--- config.mk ---
export PLATFORM = sky130hd
export DESIGN_NAME = prefetch_buffer
export DESIGN_NICKNAME = d
export VERILOG_FILES = /design/src/design/fetch_pkg.sv /design/src/design/obi_pkg.sv /design/src/design/fetch_fifo.sv /design/src/design/obi_interface.sv /design/src/design/prefetch_buffer.sv /design/src/design/prefetch_controller.sv
export VERILOG_INCLUDE_DIRS = /design/src /design/src/design
export SDC_FILE = /design/constraint.sdc
export NUM_CORES = 1
export LEC_CHECK = 0
export ABC_AREA = 1
export BUFFER_PORTS_ARGS = -buffer_cell sky130_fd_sc_hd__buf_4
export CAP_MARGIN = 40
export CORE_MARGIN = 5
export CORE_UTILIZATION = 40
export DETAILED_ROUTE_END_ITERATION = 6
export GPL_ROUTABILITY_DRIVEN = 0
export PLACE_DENSITY = 0.73
export SLEW_MARGIN = 20
export SYNTH_ARGS = -nofsm -noshare
export SYNTH_HDL_FRONTEND = slang
export SYNTH_HIERARCHICAL = 1
export SYNTH_SLANG_ARGS = --single-unit
--- constraint.sdc ---
create_clock -name clk -period 4.2 [get_ports clk]
set_input_delay 0.63 -clock clk [delete_from_list [all_inputs] [get_ports clk]]
set_output_delay 0.63 -clock clk [all_outputs]
set_load 0.02 [all_outputs]
--- src/design/prefetch_consts.svh ---
// Prefetch buffer constants
// FIFO depth doubles as the limit on outstanding bus requests
// Bus widths match a 32-bit RISC-V instruction port

`ifndef PREFETCH_CONSTS_SVH
`define PREFETCH_CONSTS_SVH

// Words of buffering and max requests in flight, must be >= 2
`define FETCH_DEPTH 2

// Count from 0 up to FETCH_DEPTH inclusive
`define FETCH_CNT_W ($clog2(`FETCH_DEPTH) + 1)

// Instruction bus widths
`define BUS_AW 32
`define BUS_DW 32

`endif

--- src/design/fetch_pkg.sv ---
// Fetch side types
// Occupancy and outstanding counters plus the controller FSM states

`default_nettype none

`include "prefetch_consts.svh"

package fetch_pkg;

  // Shared by FIFO fill level, in-flight requests and discard credits
  typedef logic [`FETCH_CNT_W-1:0] cnt_t;

  // Controller FSM
  // IDLE until the first branch gives a start address
  typedef enum logic {
    IDLE     = 1'b0,
    FETCHING = 1'b1   // Address valid, requests may go out
  } ctrl_state_e;

endpackage

`default_nettype wire

--- src/design/obi_pkg.sv ---
// Instruction bus types
// Byte address and returned data word of the OBI-style port

`default_nettype none

`include "prefetch_consts.svh"

package obi_pkg;

  // Byte address, fetches always word aligned
  typedef logic [`BUS_AW-1:0] addr_t;

  typedef logic [`BUS_DW-1:0] data_t;  // Raw instruction word

endpackage

`default_nettype wire

--- src/design/fetch_fifo.sv ---
// Instruction word FIFO
// Circular buffer with flush, fill count and full/empty flags
// Head word is shown combinationally for the fetch output mux

`default_nettype none

`include "prefetch_consts.svh"

module fetch_fifo (
  input  logic            clk,
  input  logic            arst_n_i,
  input  logic            flush_i,   // Wins over push in the same cycle
  input  logic            push_i,
  input  logic            pop_i,
  input  obi_pkg::data_t  data_i,
  output obi_pkg::data_t  data_o,
  output fetch_pkg::cnt_t cnt_o,
  output logic            empty_o,
  output logic            full_o
);

  localparam int unsigned PTR_W = `FETCH_CNT_W - 1;
  localparam logic [PTR_W-1:0] LAST = PTR_W'(`FETCH_DEPTH - 1);

  obi_pkg::data_t  mem [`FETCH_DEPTH];
  logic [PTR_W-1:0] rd_ptr_q, wr_ptr_q;
  fetch_pkg::cnt_t  cnt_q;
  logic            do_push, do_pop;

  assign empty_o = (cnt_q == '0);
  assign full_o  = (cnt_q == fetch_pkg::cnt_t'(`FETCH_DEPTH));
  assign cnt_o   = cnt_q;
  assign data_o  = mem[rd_ptr_q];  // Head word

  // Guard against over/underflow, push into full only with a pop
  assign do_pop  = pop_i && !empty_o;
  assign do_push = push_i && (!full_o || do_pop);

  // Pointers and count
  always_ff @(posedge clk or negedge arst_n_i) begin
    if (!arst_n_i) begin
      rd_ptr_q <= '0;
      wr_ptr_q <= '0;
      cnt_q    <= '0;
    end else if (flush_i) begin
      rd_ptr_q <= '0;
      wr_ptr_q <= '0;
      cnt_q    <= '0;
    end else begin
      if (do_pop) rd_ptr_q <= (rd_ptr_q == LAST) ? '0 : rd_ptr_q + 1'b1;
      if (do_push) wr_ptr_q <= (wr_ptr_q == LAST) ? '0 : wr_ptr_q + 1'b1;
      if (do_push && !do_pop) cnt_q <= cnt_q + 1'b1;
      else if (do_pop && !do_push) cnt_q <= cnt_q - 1'b1;
    end
  end

  // Storage, no reset needed
  always_ff @(posedge clk) begin
    if (do_push && !flush_i) begin
      mem[wr_ptr_q] <= data_i;
    end
  end

endmodule

`default_nettype wire

--- src/design/obi_interface.sv ---
// OBI request channel for instruction fetch
// Registers one request and holds req and addr stable until the grant
// Read responses are handed straight back with no added latency

`default_nettype none

module obi_interface (
  input  logic            clk,
  input  logic            arst_n_i,

  // Transaction side, from the prefetch controller
  input  logic            trans_valid_i,
  input  obi_pkg::addr_t  trans_addr_i,
  output logic            trans_ready_o,

  // Response side
  output logic            resp_valid_o,
  output obi_pkg::data_t  resp_rdata_o,

  // Bus side
  output logic            obi_req_o,
  output obi_pkg::addr_t  obi_addr_o,
  input  logic            obi_gnt_i,
  input  logic            obi_rvalid_i,
  input  obi_pkg::data_t  obi_rdata_i
);

  logic           req_q;   // Request waiting for grant
  obi_pkg::addr_t addr_q;  // Held address of that request
  logic           accept;  // New transaction taken this cycle

  //////////////////////////////////////////////////
  // Request register
  //////////////////////////////////////////////////

  // Free when nothing is waiting, or the waiting one is granted now
  assign trans_ready_o = !req_q || obi_gnt_i;
  assign accept        = trans_valid_i && trans_ready_o;

  // Waiting flag, the only control state here
  always_ff @(posedge clk or negedge arst_n_i) begin
    if (!arst_n_i) begin
      req_q <= 1'b0;
    end else if (trans_ready_o) begin
      req_q <= trans_valid_i;  // Drop after grant unless a new one follows
    end
  end

  // Address payload only changes at a handshake boundary
  always_ff @(posedge clk) begin
    if (accept) begin
      addr_q <= trans_addr_i;
    end
  end

  assign obi_req_o  = req_q;
  assign obi_addr_o = addr_q;

  //////////////////////////////////////////////////
  // Response path
  //////////////////////////////////////////////////

  // In-order responses, zero cycle pass-through
  assign resp_valid_o = obi_rvalid_i;
  assign resp_rdata_o = obi_rdata_i;

endmodule

`default_nettype wire

--- src/design/prefetch_buffer.sv ---
// Instruction prefetch buffer, top level
// Bus request channel, word FIFO and prefetch controller
// plus the fall-through select for the fetch data output

`default_nettype none

`include "prefetch_consts.svh"

module prefetch_buffer (
  input  logic           clk,
  input  logic           arst_n_i,

  // Core side
  input  logic           req_i,
  input  logic           branch_i,
  input  obi_pkg::addr_t branch_addr_i,
  input  logic           fetch_ready_i,
  output logic           fetch_valid_o,
  output obi_pkg::data_t fetch_rdata_o,
  output logic           busy_o,

  // Instruction memory side
  output logic           instr_req_o,
  output obi_pkg::addr_t instr_addr_o,
  input  logic           instr_gnt_i,
  input  obi_pkg::data_t instr_rdata_i,
  input  logic           instr_rvalid_i
);

  // Controller <-> bus interface
  logic            trans_valid, trans_ready;
  obi_pkg::addr_t  trans_addr;

  logic            resp_valid;
  obi_pkg::data_t  resp_rdata;

  // FIFO control and status
  logic            fifo_push, fifo_pop, fifo_flush;
  fetch_pkg::cnt_t fifo_cnt;
  logic            fifo_empty;
  obi_pkg::data_t  fifo_rdata;

  //////////////////////////////////////////////////
  // Bus request channel
  //////////////////////////////////////////////////

  obi_interface instruction_obi (
    .clk           ( clk            ),
    .arst_n_i      ( arst_n_i       ),
    .trans_valid_i ( trans_valid    ),
    .trans_addr_i  ( trans_addr     ),
    .trans_ready_o ( trans_ready    ),
    .resp_valid_o  ( resp_valid     ),
    .resp_rdata_o  ( resp_rdata     ),
    .obi_req_o     ( instr_req_o    ),
    .obi_addr_o    ( instr_addr_o   ),
    .obi_gnt_i     ( instr_gnt_i    ),
    .obi_rvalid_i  ( instr_rvalid_i ),
    .obi_rdata_i   ( instr_rdata_i  )
  );

  //////////////////////////////////////////////////
  // Word FIFO and fall-through
  //////////////////////////////////////////////////

  fetch_fifo instr_fifo (
    .clk      ( clk        ),
    .arst_n_i ( arst_n_i   ),
    .flush_i  ( fifo_flush ),
    .push_i   ( fifo_push  ),
    .pop_i    ( fifo_pop   ),
    .data_i   ( resp_rdata ),
    .data_o   ( fifo_rdata ),
    .cnt_o    ( fifo_cnt   ),
    .empty_o  ( fifo_empty ),
    .full_o   (            )   // Room is checked from the count
  );

  // Head first, else the live response, zero when nothing arrives
  assign fetch_rdata_o = fifo_empty ? (resp_rdata & {`BUS_DW{resp_valid}}) : fifo_rdata;

  prefetch_controller prefetch_ctrl (
    .clk           ( clk           ),
    .arst_n_i      ( arst_n_i      ),
    .req_i         ( req_i         ),
    .branch_i      ( branch_i      ),
    .branch_addr_i ( branch_addr_i ),
    .trans_valid_o ( trans_valid   ),
    .trans_addr_o  ( trans_addr    ),
    .trans_ready_i ( trans_ready   ),
    .resp_valid_i  ( resp_valid    ),
    .fetch_ready_i ( fetch_ready_i ),
    .fetch_valid_o ( fetch_valid_o ),
    .fifo_push_o   ( fifo_push     ),
    .fifo_pop_o    ( fifo_pop      ),
    .fifo_flush_o  ( fifo_flush    ),
    .fifo_cnt_i    ( fifo_cnt      ),
    .fifo_empty_i  ( fifo_empty    ),
    .busy_o        ( busy_o        )
  );

endmodule

`default_nettype wire

--- src/design/prefetch_controller.sv ---
// Prefetch controller
// Generates sequential word addresses from the last branch target,
// limits in-flight plus buffered words to the FIFO depth,
// discards responses that belong to fetches before a branch,
// and drives the FIFO push/pop/flush and the fetch valid

`default_nettype none

`include "prefetch_consts.svh"

module prefetch_controller (
  input  logic                   clk,
  input  logic                   arst_n_i,
  input  logic                   req_i,
  input  logic                   branch_i,
  input  obi_pkg::addr_t         branch_addr_i,

  // Transaction request towards the bus interface
  output logic                   trans_valid_o,
  output obi_pkg::addr_t         trans_addr_o,
  input  logic                   trans_ready_i,

  input  logic                   resp_valid_i,

  // Core fetch handshake
  input  logic                   fetch_ready_i,
  output logic                   fetch_valid_o,

  // FIFO control
  output logic                   fifo_push_o,
  output logic                   fifo_pop_o,
  output logic                   fifo_flush_o,
  input  fetch_pkg::cnt_t        fifo_cnt_i,
  input  logic                   fifo_empty_i,

  output logic                   busy_o
);

  fetch_pkg::ctrl_state_e state_q, state_d;
  obi_pkg::addr_t         next_addr_q, next_addr_d;  // Next word to request
  fetch_pkg::cnt_t        outstanding_q, outstanding_d;  // Accepted, not yet answered
  fetch_pkg::cnt_t        discard_q, discard_d;  // Stale responses still to drop

  logic trans_accept;
  logic resp_drop;   // Response from before the last branch
  logic resp_keep;   // Response for the current stream

  //////////////////////////////////////////////////
  // Request issue
  //////////////////////////////////////////////////

  // Room check counts stale in-flight words too, which is conservative
  assign trans_valid_o = (state_q == fetch_pkg::FETCHING) && req_i && !branch_i &&
                         ((outstanding_q + fifo_cnt_i) < `FETCH_DEPTH);
  assign trans_addr_o  = next_addr_q;
  assign trans_accept  = trans_valid_o && trans_ready_i;

  //////////////////////////////////////////////////
  // Response handling and fetch side
  //////////////////////////////////////////////////

  assign resp_drop = resp_valid_i && (branch_i || (discard_q != '0));
  assign resp_keep = resp_valid_i && !resp_drop;

  // Valid from FIFO head, or a live response falling through
  assign fetch_valid_o = !branch_i && (!fifo_empty_i || resp_keep);

  assign fifo_flush_o = branch_i;
  assign fifo_pop_o   = fetch_valid_o && fetch_ready_i && !fifo_empty_i;
  // Skip the FIFO when it is empty and the core takes the word now
  assign fifo_push_o  = resp_keep && !(fifo_empty_i && fetch_ready_i);

  assign busy_o = (outstanding_q != '0);  // Includes a request waiting for grant

  //////////////////////////////////////////////////
  // Next state
  //////////////////////////////////////////////////

  always_comb begin
    state_d       = state_q;
    next_addr_d   = next_addr_q;
    outstanding_d = outstanding_q;
    discard_d     = discard_q;

    // In-flight bookkeeping
    if (trans_accept) outstanding_d = outstanding_d + 1'b1;
    if (resp_valid_i) outstanding_d = outstanding_d - 1'b1;

    if (branch_i) begin
      state_d     = fetch_pkg::FETCHING;
      next_addr_d = {branch_addr_i[`BUS_AW-1:2], 2'b00};  // Word aligned target
      // Everything still in flight is now stale
      discard_d   = outstanding_q;
      if (resp_valid_i) discard_d = discard_d - 1'b1;
    end else begin
      if (trans_accept) next_addr_d = next_addr_q + 'd4;
      if (resp_drop) discard_d = discard_q - 1'b1;  // Use up one credit
    end
  end

  always_ff @(posedge clk or negedge arst_n_i) begin
    if (!arst_n_i) begin
      state_q       <= fetch_pkg::IDLE;
      next_addr_q   <= '0;
      outstanding_q <= '0;
      discard_q     <= '0;
    end else begin
      state_q       <= state_d;
      next_addr_q   <= next_addr_d;
      outstanding_q <= outstanding_d;
      discard_q     <= discard_d;
    end
  end

endmodule

`default_nettype wire

==> impl_metrics.ini, run 1 <==
[status]
status = finished, final reports clean

[global_route]
antenna_found_initial = 0
grt_busiest_layer = met2
grt_pass1_vias = 5265
use_met3_pct = 3.90
grt_use_met1_pct = 21.0
grt_usage_pct = 16.4
grt.overflow.total = 0
grt_pass1_wl_um = 26300
grt.met2_usage_pct = 27.6
grt_max_degree = 41

[setup_path]
rr_worst_depth = 10
startpoint_type = register
crit_required_ns = 3.57
crit_type = reg -> out
end_kind = output port
cp_data_arrival_time_ns = 2.19
path_max_fanout = 25

[sta]
report.final.slew_viol_count = 0
rsz0062_at_grt = no
min_period_over_period_pct = 67.1
max_freq_mhz = 355
setup_viol = 0
max_slew_margin_pct = 54.8
final_hold_viol_count = 0
skew_ns = 0.00730
tightest_slew_ns = 0.676
period_needed_ns = 2.82
hold_ws_ns = 0.205
tns_ns = 0

[floorplan]
start_util_pct = 40.5
core_region_area_um2 = 17200
die_width_um = 142
num_io_pins = 138
fp.dieArea_um2 = 20200
num_rows = 48
dieHeight_um = 142

[route]
initialDrtViolationCount = 375
drc = 0
ant_nets = 0
vias = 5377
detail_route.wl_per_cell_um = 14.7
dr.pass1.iters = 5
postRouteWirelength_um = 16500
vias_per_cell = 4.79

[clock_network]
clockBufferDepth = 2
ctsHtreeMaxLevel = 4
clkLatencyLatePin_ns = 0.41
cts_hold_buf = 0
cts-buffers-inserted = 17
root_buffer = clkbuf_16
cts_num_sinks = 136
post_cts_resized = 0
cts_tree = built
path_clk_slew_ns = 0.06
cts_setup_buffers = 0

[job]
cap_violations = 0

[layout]
layout-drive-gt1-share_pct = 23.6
syn_to_final_growth_pct = 22.6
nets = 959
num_antenna_cells = 0
n_fill_cell = 1577

[place]
port_buffers = 135
dp_hpwl_um = 11100

[yosys]
syn_avg_cell_area_um2 = 8.88
syn_inst = 786
synth.yosys.warnings = 6
synthesis.area_um2 = 6980

[pwr]
powerDensity_nw_per_um2 = 481
leakagePower_nw = 3.82
peakVddDrop_uv = 241

[hold_path]
hold_class = in -> async
layout by cell type (no fill, tap or decap), types with 2 or more instances in the layout:
cell and instances:
bufinv_16 3, nand2_4 2, inv_1 53, nand2_1 305, o22ai_1 2, nor2_1 35
buf_4 139, inv_4 3, o21ai_0 19, inv_2 4, edfxtp_1 96, xor2_1 2
a21oi_1 2, nand3_1 96, buf_16 2, nand2_2 10, dfrtp_1 40, o211ai_1 4
clkinv_1 2, nand4_1 2, xnor2_1 6, clkbuf_16 18, nand3_2 2, ha_1 3
nor3_1 3, nor2_2 10, o21bai_1 8, conb_1 2, nor2_4 7, clkbuf_8 3
final timing paths:
check | from | end | slack, ns
worst max-delay path | instr_fifo/cnt_o[0] | fetch_rdata_o[6] | 1.38
worst min-delay path | arst_n_i | prefetch_ctrl/trans_addr_o[25] | 0.20
worst max register to register | instr_fifo/cnt_o[1] | instr_fifo/mem[0][28] | 1.45
worst min register to register | prefetch_ctrl/state_q | prefetch_ctrl/state_q | 0.48
max in group asynchronous | arst_n_i | instr_fifo/cnt_o[0] | 3.62
min in group clk | instr_rdata_i[26] | instr_fifo/mem[0][26] | 0.41
worst max-delay path, stage by stage, from the launching register on:
cell	delay, ns
dfrtp_1	0.45
inv_2	0.12
nand2_2	0.07
inv_1	0.38
buf_4	0.38
nand3_1	0.12
nand2_1	0.11
buf_4	0.14
per-stage QoR:
stage	power (W)	util (%)	worst slack (ns)	std cells	instance area, um^2
after detailed placement	0.00257	45.8	1.06	1089	7900
after global placement	0.00254	45.7	1.09	1088	7880
after CTS	0.00415	49.5	1.33	1121	8530
after floorplan	0.00228	-	0.509	787	6990
after global routing	0.00433	49.7	1.21	1122	8560
final	0.00412	49.7	1.38	1122	8560
state kept, by name (all words and copies together) (netlist names):
name and cells:
instr_fifo/cnt_o 2, instr_fifo/mem 64, instr_fifo/rd_ptr_q 1, instr_fifo/wr_ptr_q 1
instruction_obi/obi_addr_o 32, instruction_obi/obi_req_o 1, prefetch_ctrl/discard_q 2, prefetch_ctrl/outstanding_q 2
prefetch_ctrl/state_q 1, prefetch_ctrl/trans_addr_o 30
report_power, final:
part           switching (W)  total, W  internal (W)
Combinational       0.000512  0.000839      0.000328
Sequential          0.000120   0.00171       0.00159
Clock               0.000547   0.00156       0.00102
Total                0.00118   0.00412       0.00294
per-layer routing:
metal / vias up / part of all wire [%]
met3: 21 / 6.5
met5: - / 0
met4: 0 / 1.6
met1: 2485 / 43
met2: 162 / 49
li1: 2709 / -
cell type report:
class,instances,area (um^2),share of cell area (%)
inverter,59,224,2.62
clock buffer,22,495,5.79
multi-input combinational,529,2440,28.5
sequential,136,3880,45.4
tap,225,282,3.29
clock inverter,10,136,1.59
timing repair buffer,141,1100,12.8
Note: power is estimated with default switching activity, not from simulation.
==> run 2, diff against run 1 <==
--- a/config.mk
+++ b/config.mk
@@ -13,7 +13,7 @@
 export CORE_UTILIZATION = 40
 export DETAILED_ROUTE_END_ITERATION = 6
 export GPL_ROUTABILITY_DRIVEN = 0
-export PLACE_DENSITY = 0.73
+export PLACE_DENSITY = 0.75
 export SLEW_MARGIN = 20
 export SYNTH_ARGS = -nofsm -noshare
 export SYNTH_HDL_FRONTEND = slang
==> constraint.sdc (replaced) <==
create_clock -name clk -period 2.56 [get_ports clk]
set_input_delay 0.384 -clock clk [delete_from_list [all_inputs] [get_ports clk]]
set_output_delay 0.384 -clock clk [all_outputs]
set_load 0.02 [all_outputs]
==> run 2 against run 1 <==
  * Critical path depth is 1 higher
  * Combinational power is 64% higher
  * First-iteration DRC count is 0.53% lower
  * Critical endpoint is now fetch_rdata_o[31]
  * Largest cell class unchanged
==> impl_metrics.ini, run 2 (same netlist as run 1, synthesis figures left out) <==
[status]
status = finished, final reports clean

[route]
dr.pass1.iters = 5
drc = 0
vias = 5471
initialDrtViolationCount = 373
vias_per_cell = 4.85
ant_nets = 0
detail_route.wl_per_cell_um = 14.3
postRouteWirelength_um = 16100

[sta]
min_period_over_period_pct = 93.7
skew_ns = 0.00970
setup_viol = 0
max_slew_margin_pct = 60.0
tns_ns = 0
hold_ws_ns = 0.169
tightest_slew_ns = 0.600
rsz0062_at_grt = no
period_needed_ns = 2.40
final_hold_viol_count = 0
report.final.slew_viol_count = 0
worst_slack_ns = 0.160
max_freq_mhz = 417

[floorplan]
core_region_area_um2 = 17200
die_width_um = 142
dieHeight_um = 142
num_io_pins = 138
start_util_pct = 40.5
num_rows = 48
fp.dieArea_um2 = 20200

[setup_path]
cpMostUsedCell = nand2_1
crit_required_ns = 2.18
startpoint = instr_fifo/cnt_o[1]
crit_end = fetch_rdata_o[31]
startpoint_type = register
max_stage_delay_ns = 0.48
timing.rr.start = instr_fifo/cnt_o[1]
r2r_end = instr_fifo/mem[0][17]
end_kind = output port
path_max_fanout = 33
rr_worst_depth = 11
rrSetupSlack_ns = 0.34
crit_type = reg -> out
crit_chain = inv_2, nand2_2, inv_1, buf_8, inv_4, nand2_1, nand2_1, buf_4
worst_path_max_delay_cell = dfrtp_1
cp_data_arrival_time_ns = 2.02

[layout]
largest-register = instr_fifo/mem
layout-drive-gt1-share_pct = 23.9
syn_to_final_growth_pct = 24.0
largest_register_ffs = 64
n_fill_cell = 1558
nets = 964
mostFrequentLayoutCell = nand2_1
final_cell_mix = nand2_1, buf_4, nand3_1, edfxtp_1, inv_1
num_antenna_cells = 0

[pwr]
peakVddDrop_uv = 416
p_clk_share_pct = 40.2
p_sw_w = 0.00193
p_seq_share_pct = 40.2
powerDensity_nw_per_um2 = 809
p_total_w = 0.00701
combPwrFrac_pct = 19.7
power.internal_w = 0.00507
leakagePower_nw = 3.86
switching_share_pct = 27.6

[clock_network]
clockBufferDepth = 2
cts-buffers-inserted = 17
root_buffer = clkbuf_16
path_clk_slew_ns = 0.06
cts_tree = built
ctsHtreeMaxLevel = 4
clkLatencyLatePin_ns = 0.41
cts_num_sinks = 136

[global_route]
grt.overflow.total = 0
grt_usage_pct = 16.3
grt_pass1_vias = 5383
grt_max_degree = 41
grt_pass1_wl_um = 26300
antenna_found_initial = 0

[place]
port_buffers = 135
dp_slack_ns = 0.341
dp_hpwl_um = 11100

[job]
cap_violations = 0

[hold_path]
hold_class = in -> reg
[run 2: worst min-delay path by stage]
stage / start / to / slack (ns) / cells after the start
2_1_floorplan: arst_n_i / instr_fifo/cnt_o[0] / 0.09 / 0
3_3_place_gp: arst_n_i / prefetch_ctrl/trans_addr_o[24] / 0.41 / 1
3_5_place_dp: arst_n_i / prefetch_ctrl/trans_addr_o[24] / 0.41 / 1
4_1_cts: instr_rdata_i[4] / instr_fifo/mem[1][4] / 0.15 / 1
5_1_grt: instr_rdata_i[6] / instr_fifo/mem[1][6] / 0.15 / 1
6_report: instr_rdata_i[4] / instr_fifo/mem[1][4] / 0.17 / 1
[run 2: cell type report]
type	count	area (um^2)	area share, %
multi-input combinational	529	2450	28.2
clock buffer	19	433	5.00
clock inverter	13	249	2.87
timing repair buffer	146	1140	13.2
sequential	136	3880	44.8
tap	225	282	3.25
inverter	59	224	2.59
[run 2: per-stage QoR]
step / instance area (um^2) / instances / util [%]
final: 8660 / 1127 / 50.2
after global routing: 8660 / 1127 / 50.2
after CTS: 8650 / 1127 / 50.2
after detailed placement: 7960 / 1094 / 46.2
after global placement: 7960 / 1094 / 46.2
after floorplan: 7020 / 787 / -
[run 2: worst max-delay path: cells and delay by family, from the launching register on]
kind                   cells  cell delay (ns)
and+or+nand+nor            3             0.29
DFF                        1             0.48
buffers and inverters      5             0.79
[run 2: per-layer routing]
metal	vias up	wire (um)	GRT usage (%)
met2	191	7780	27.6
met4	0	337	5.91
met1	2520	6840	20.2
met3	32	1180	4.00
met5	-	0	0
li1	2728	-	-
[run 2: what timing repair did]
action                                  CTS  global route
hold endpoints to repair                 40             0
hold buffers                              1             0
setup buffers                             0             0
gates resized for setup                   0             2
endpoints found under the setup margin    0            32
[run 2: power groups by stage]
| stage | clock, W | combinational [W] | sequential (W) |
|---|---|---|---|
| final | 0.00282 | 0.00138 | 0.00281 |
| after global routing | 0.00297 | 0.00153 | 0.00284 |
| after CTS | 0.00287 | 0.00139 | 0.00281 |
| after detailed placement | 0 | 0.00138 | 0.00285 |
| after global placement | 0 | 0.00135 | 0.00284 |
| after floorplan | 0 | 0.000867 | 0.00288 |
==> run 3, diff against run 2 <==
--- a/config.mk
+++ b/config.mk
@@ -9,11 +9,13 @@
 export ABC_AREA = 1
 export BUFFER_PORTS_ARGS = -buffer_cell sky130_fd_sc_hd__buf_4
 export CAP_MARGIN = 40
+export CELL_PAD_IN_SITES_DETAIL_PLACEMENT = 1
+export CELL_PAD_IN_SITES_GLOBAL_PLACEMENT = 1
 export CORE_MARGIN = 5
-export CORE_UTILIZATION = 40
+export CORE_UTILIZATION = 38
 export DETAILED_ROUTE_END_ITERATION = 6
 export GPL_ROUTABILITY_DRIVEN = 0
-export PLACE_DENSITY = 0.75
+export PLACE_DENSITY = 0.89
 export SLEW_MARGIN = 20
 export SYNTH_ARGS = -nofsm -noshare
 export SYNTH_HDL_FRONTEND = slang
==> run 3 against run 2 <==
  * Worst setup slack gained 0.0016 ns
  * Sequential cell count is the same
  * Clock skew is essentially flat
  * Critical path type unchanged
  * Critical endpoint is now fetch_rdata_o[23]
  * Largest cell class unchanged
  * Largest power group is now registers
==> impl_metrics.ini, run 3 (same netlist as run 1, synthesis figures left out) <==
[route]
ant_nets = 0
drc = 0
top_layer = met4
dr_wl_met2_um = 9660
met1_length_um = 8110
vias_per_cell = 4.99
detail_route.wl_per_cell_um = 16.8
postRouteWirelength_um = 19000
initialDrtViolationCount = 270
met3_length_um = 988
dr.pass1.iters = 4
vias = 5640

[layout]
num_antenna_cells = 0
mostFrequentLayoutCell = nand2_1
layout-drive-gt1-share_pct = 24.4
nets = 964
final_cell_mix = nand2_1, buf_4, nand3_1, edfxtp_1, inv_1
largest-register = instr_fifo/mem
syn_to_final_growth_pct = 23.6
stdcell_count = 1131
final_area_um2 = 8630
largest_register_ffs = 64

[pwr]
powerDensity_nw_per_um2 = 800
leakagePower_nw = 3.83
peakVddDrop_uv = 468

[setup_path]
cp_num_buf_inv = 5
max_stage_delay_ns = 0.44
path_max_fanout = 32
rrSetupSlack_ns = 0.18
rr_worst_depth = 11
startpoint = instr_fifo/cnt_o[1]
worst_path_max_delay_cell = dfrtp_2
crit_required_ns = 2.18
crit_chain = inv_2, nand2_2, clkinvlp_4, buf_8, inv_8, nand2_1, nand2_1, buf_4
cpMostUsedCell = nand2_1
r2r_end = instr_fifo/mem[0][22]
cp_data_arrival_time_ns = 2.01
end_kind = output port
timing.rr.start = instr_fifo/cnt_o[1]
startpoint_type = register
critPathTopFamily = buffers and inverters
crit_cells = 8
crit_end = fetch_rdata_o[23]
crit_type = reg -> out

[sta]
period_needed_ns = 2.40
final_hold_viol_count = 0
report.final.slew_viol_count = 0
max_freq_mhz = 417
setup_viol = 0
max_slew_margin_pct = 58.9
skew_ns = 0.0102
min_period_over_period_pct = 93.7
tightest_slew_ns = 0.615

[floorplan]
dieHeight_um = 146
start_util_pct = 38.7
fp.dieArea_um2 = 21200
core_region_area_um2 = 18000
num_io_pins = 138
die_width_um = 146
num_rows = 49

[job]
cap_violations = 0

[place]
port_buffers = 135
dp_hpwl_um = 13200
place_area_um2 = 7970
place_inst = 1098

[global_route]
grt_usage_pct = 18.1
grt.overflow.total = 0
grt_pass1_wl_um = 31000
grt_pass1_vias = 6030
antenna_found_initial = 0
grt_max_degree = 41

[clock_network]
clockBufferDepth = 2
cts-buffers-inserted = 17
path_clk_slew_ns = 0.06
ctsHtreeMaxLevel = 4
cts_num_sinks = 136
clkLatencyLatePin_ns = 0.42
cts_tree = built
root_buffer = clkbuf_16

[hold_path]
hold_class = in -> reg

[status]
status = finished, final reports clean
[run 3: per-layer routing]
metal  up-vias  global-route usage, %
li1       2725                      -
met2       150                   32.1
met5         -                      0
met1      2745                   21.9
met4         0                   5.04
met3        20                   4.42
[run 3: how the worst min path moves through the flow]
stage	from	endpoint	slack, ns	depth (start not counted)
6_report	instr_rdata_i[8]	instr_fifo/mem[1][8]	0.16	1
3_3_place_gp	arst_n_i	prefetch_ctrl/trans_addr_o[24]	0.42	1
4_1_cts	instr_rdata_i[8]	instr_fifo/mem[1][8]	0.15	1
3_5_place_dp	arst_n_i	prefetch_ctrl/trans_addr_o[16]	0.42	1
2_1_floorplan	arst_n_i	instr_fifo/cnt_o[0]	0.09	0
5_1_grt	instr_rdata_i[3]	instr_fifo/mem[0][3]	0.14	1
[run 3: layout make-up]
class | instances | area (um^2)
clock buffers | 18 | 429
clock inverters | 14 | 205
fillers | 2100 | 9400
inverters | 59 | 233
multi-input cells | 529 | 2450
flip-flops and latches | 136 | 3890
well taps | 229 | 287
repair buffers | 146 | 1140
[run 3: stage by stage]
step	hold slack [ns]	setup TNS, ns	utilization, %	power [W]	setup WS, ns
4_1_cts	0.147	0	47.8	0.00697	0.0412
5_1_grt	0.144	-0.00628	47.9	0.00725	-0.00628
3_3_place_gp	0.419	0	44.2	0.00422	0.310
2_1_floorplan	0.0884	0	-	0.00374	0.0959
3_5_place_dp	0.421	0	44.2	0.00428	0.207
6_report	0.160	0	47.9	0.00690	0.162
[run 3: power by group]
part	total, W	switching (W)	internal [W]
logic	0.00142	0.000882	0.000541
registers	0.00283	0.000212	0.00261
clock network	0.00265	0.000934	0.00172
[run 3: timing repair]
item,in CTS,in global routing
gates resized for setup,3,4
hold endpoints to repair,40,0
buffers inserted,0,0
gates cloned,0,0
hold buffers,1,0
endpoints found under the setup margin,32,24
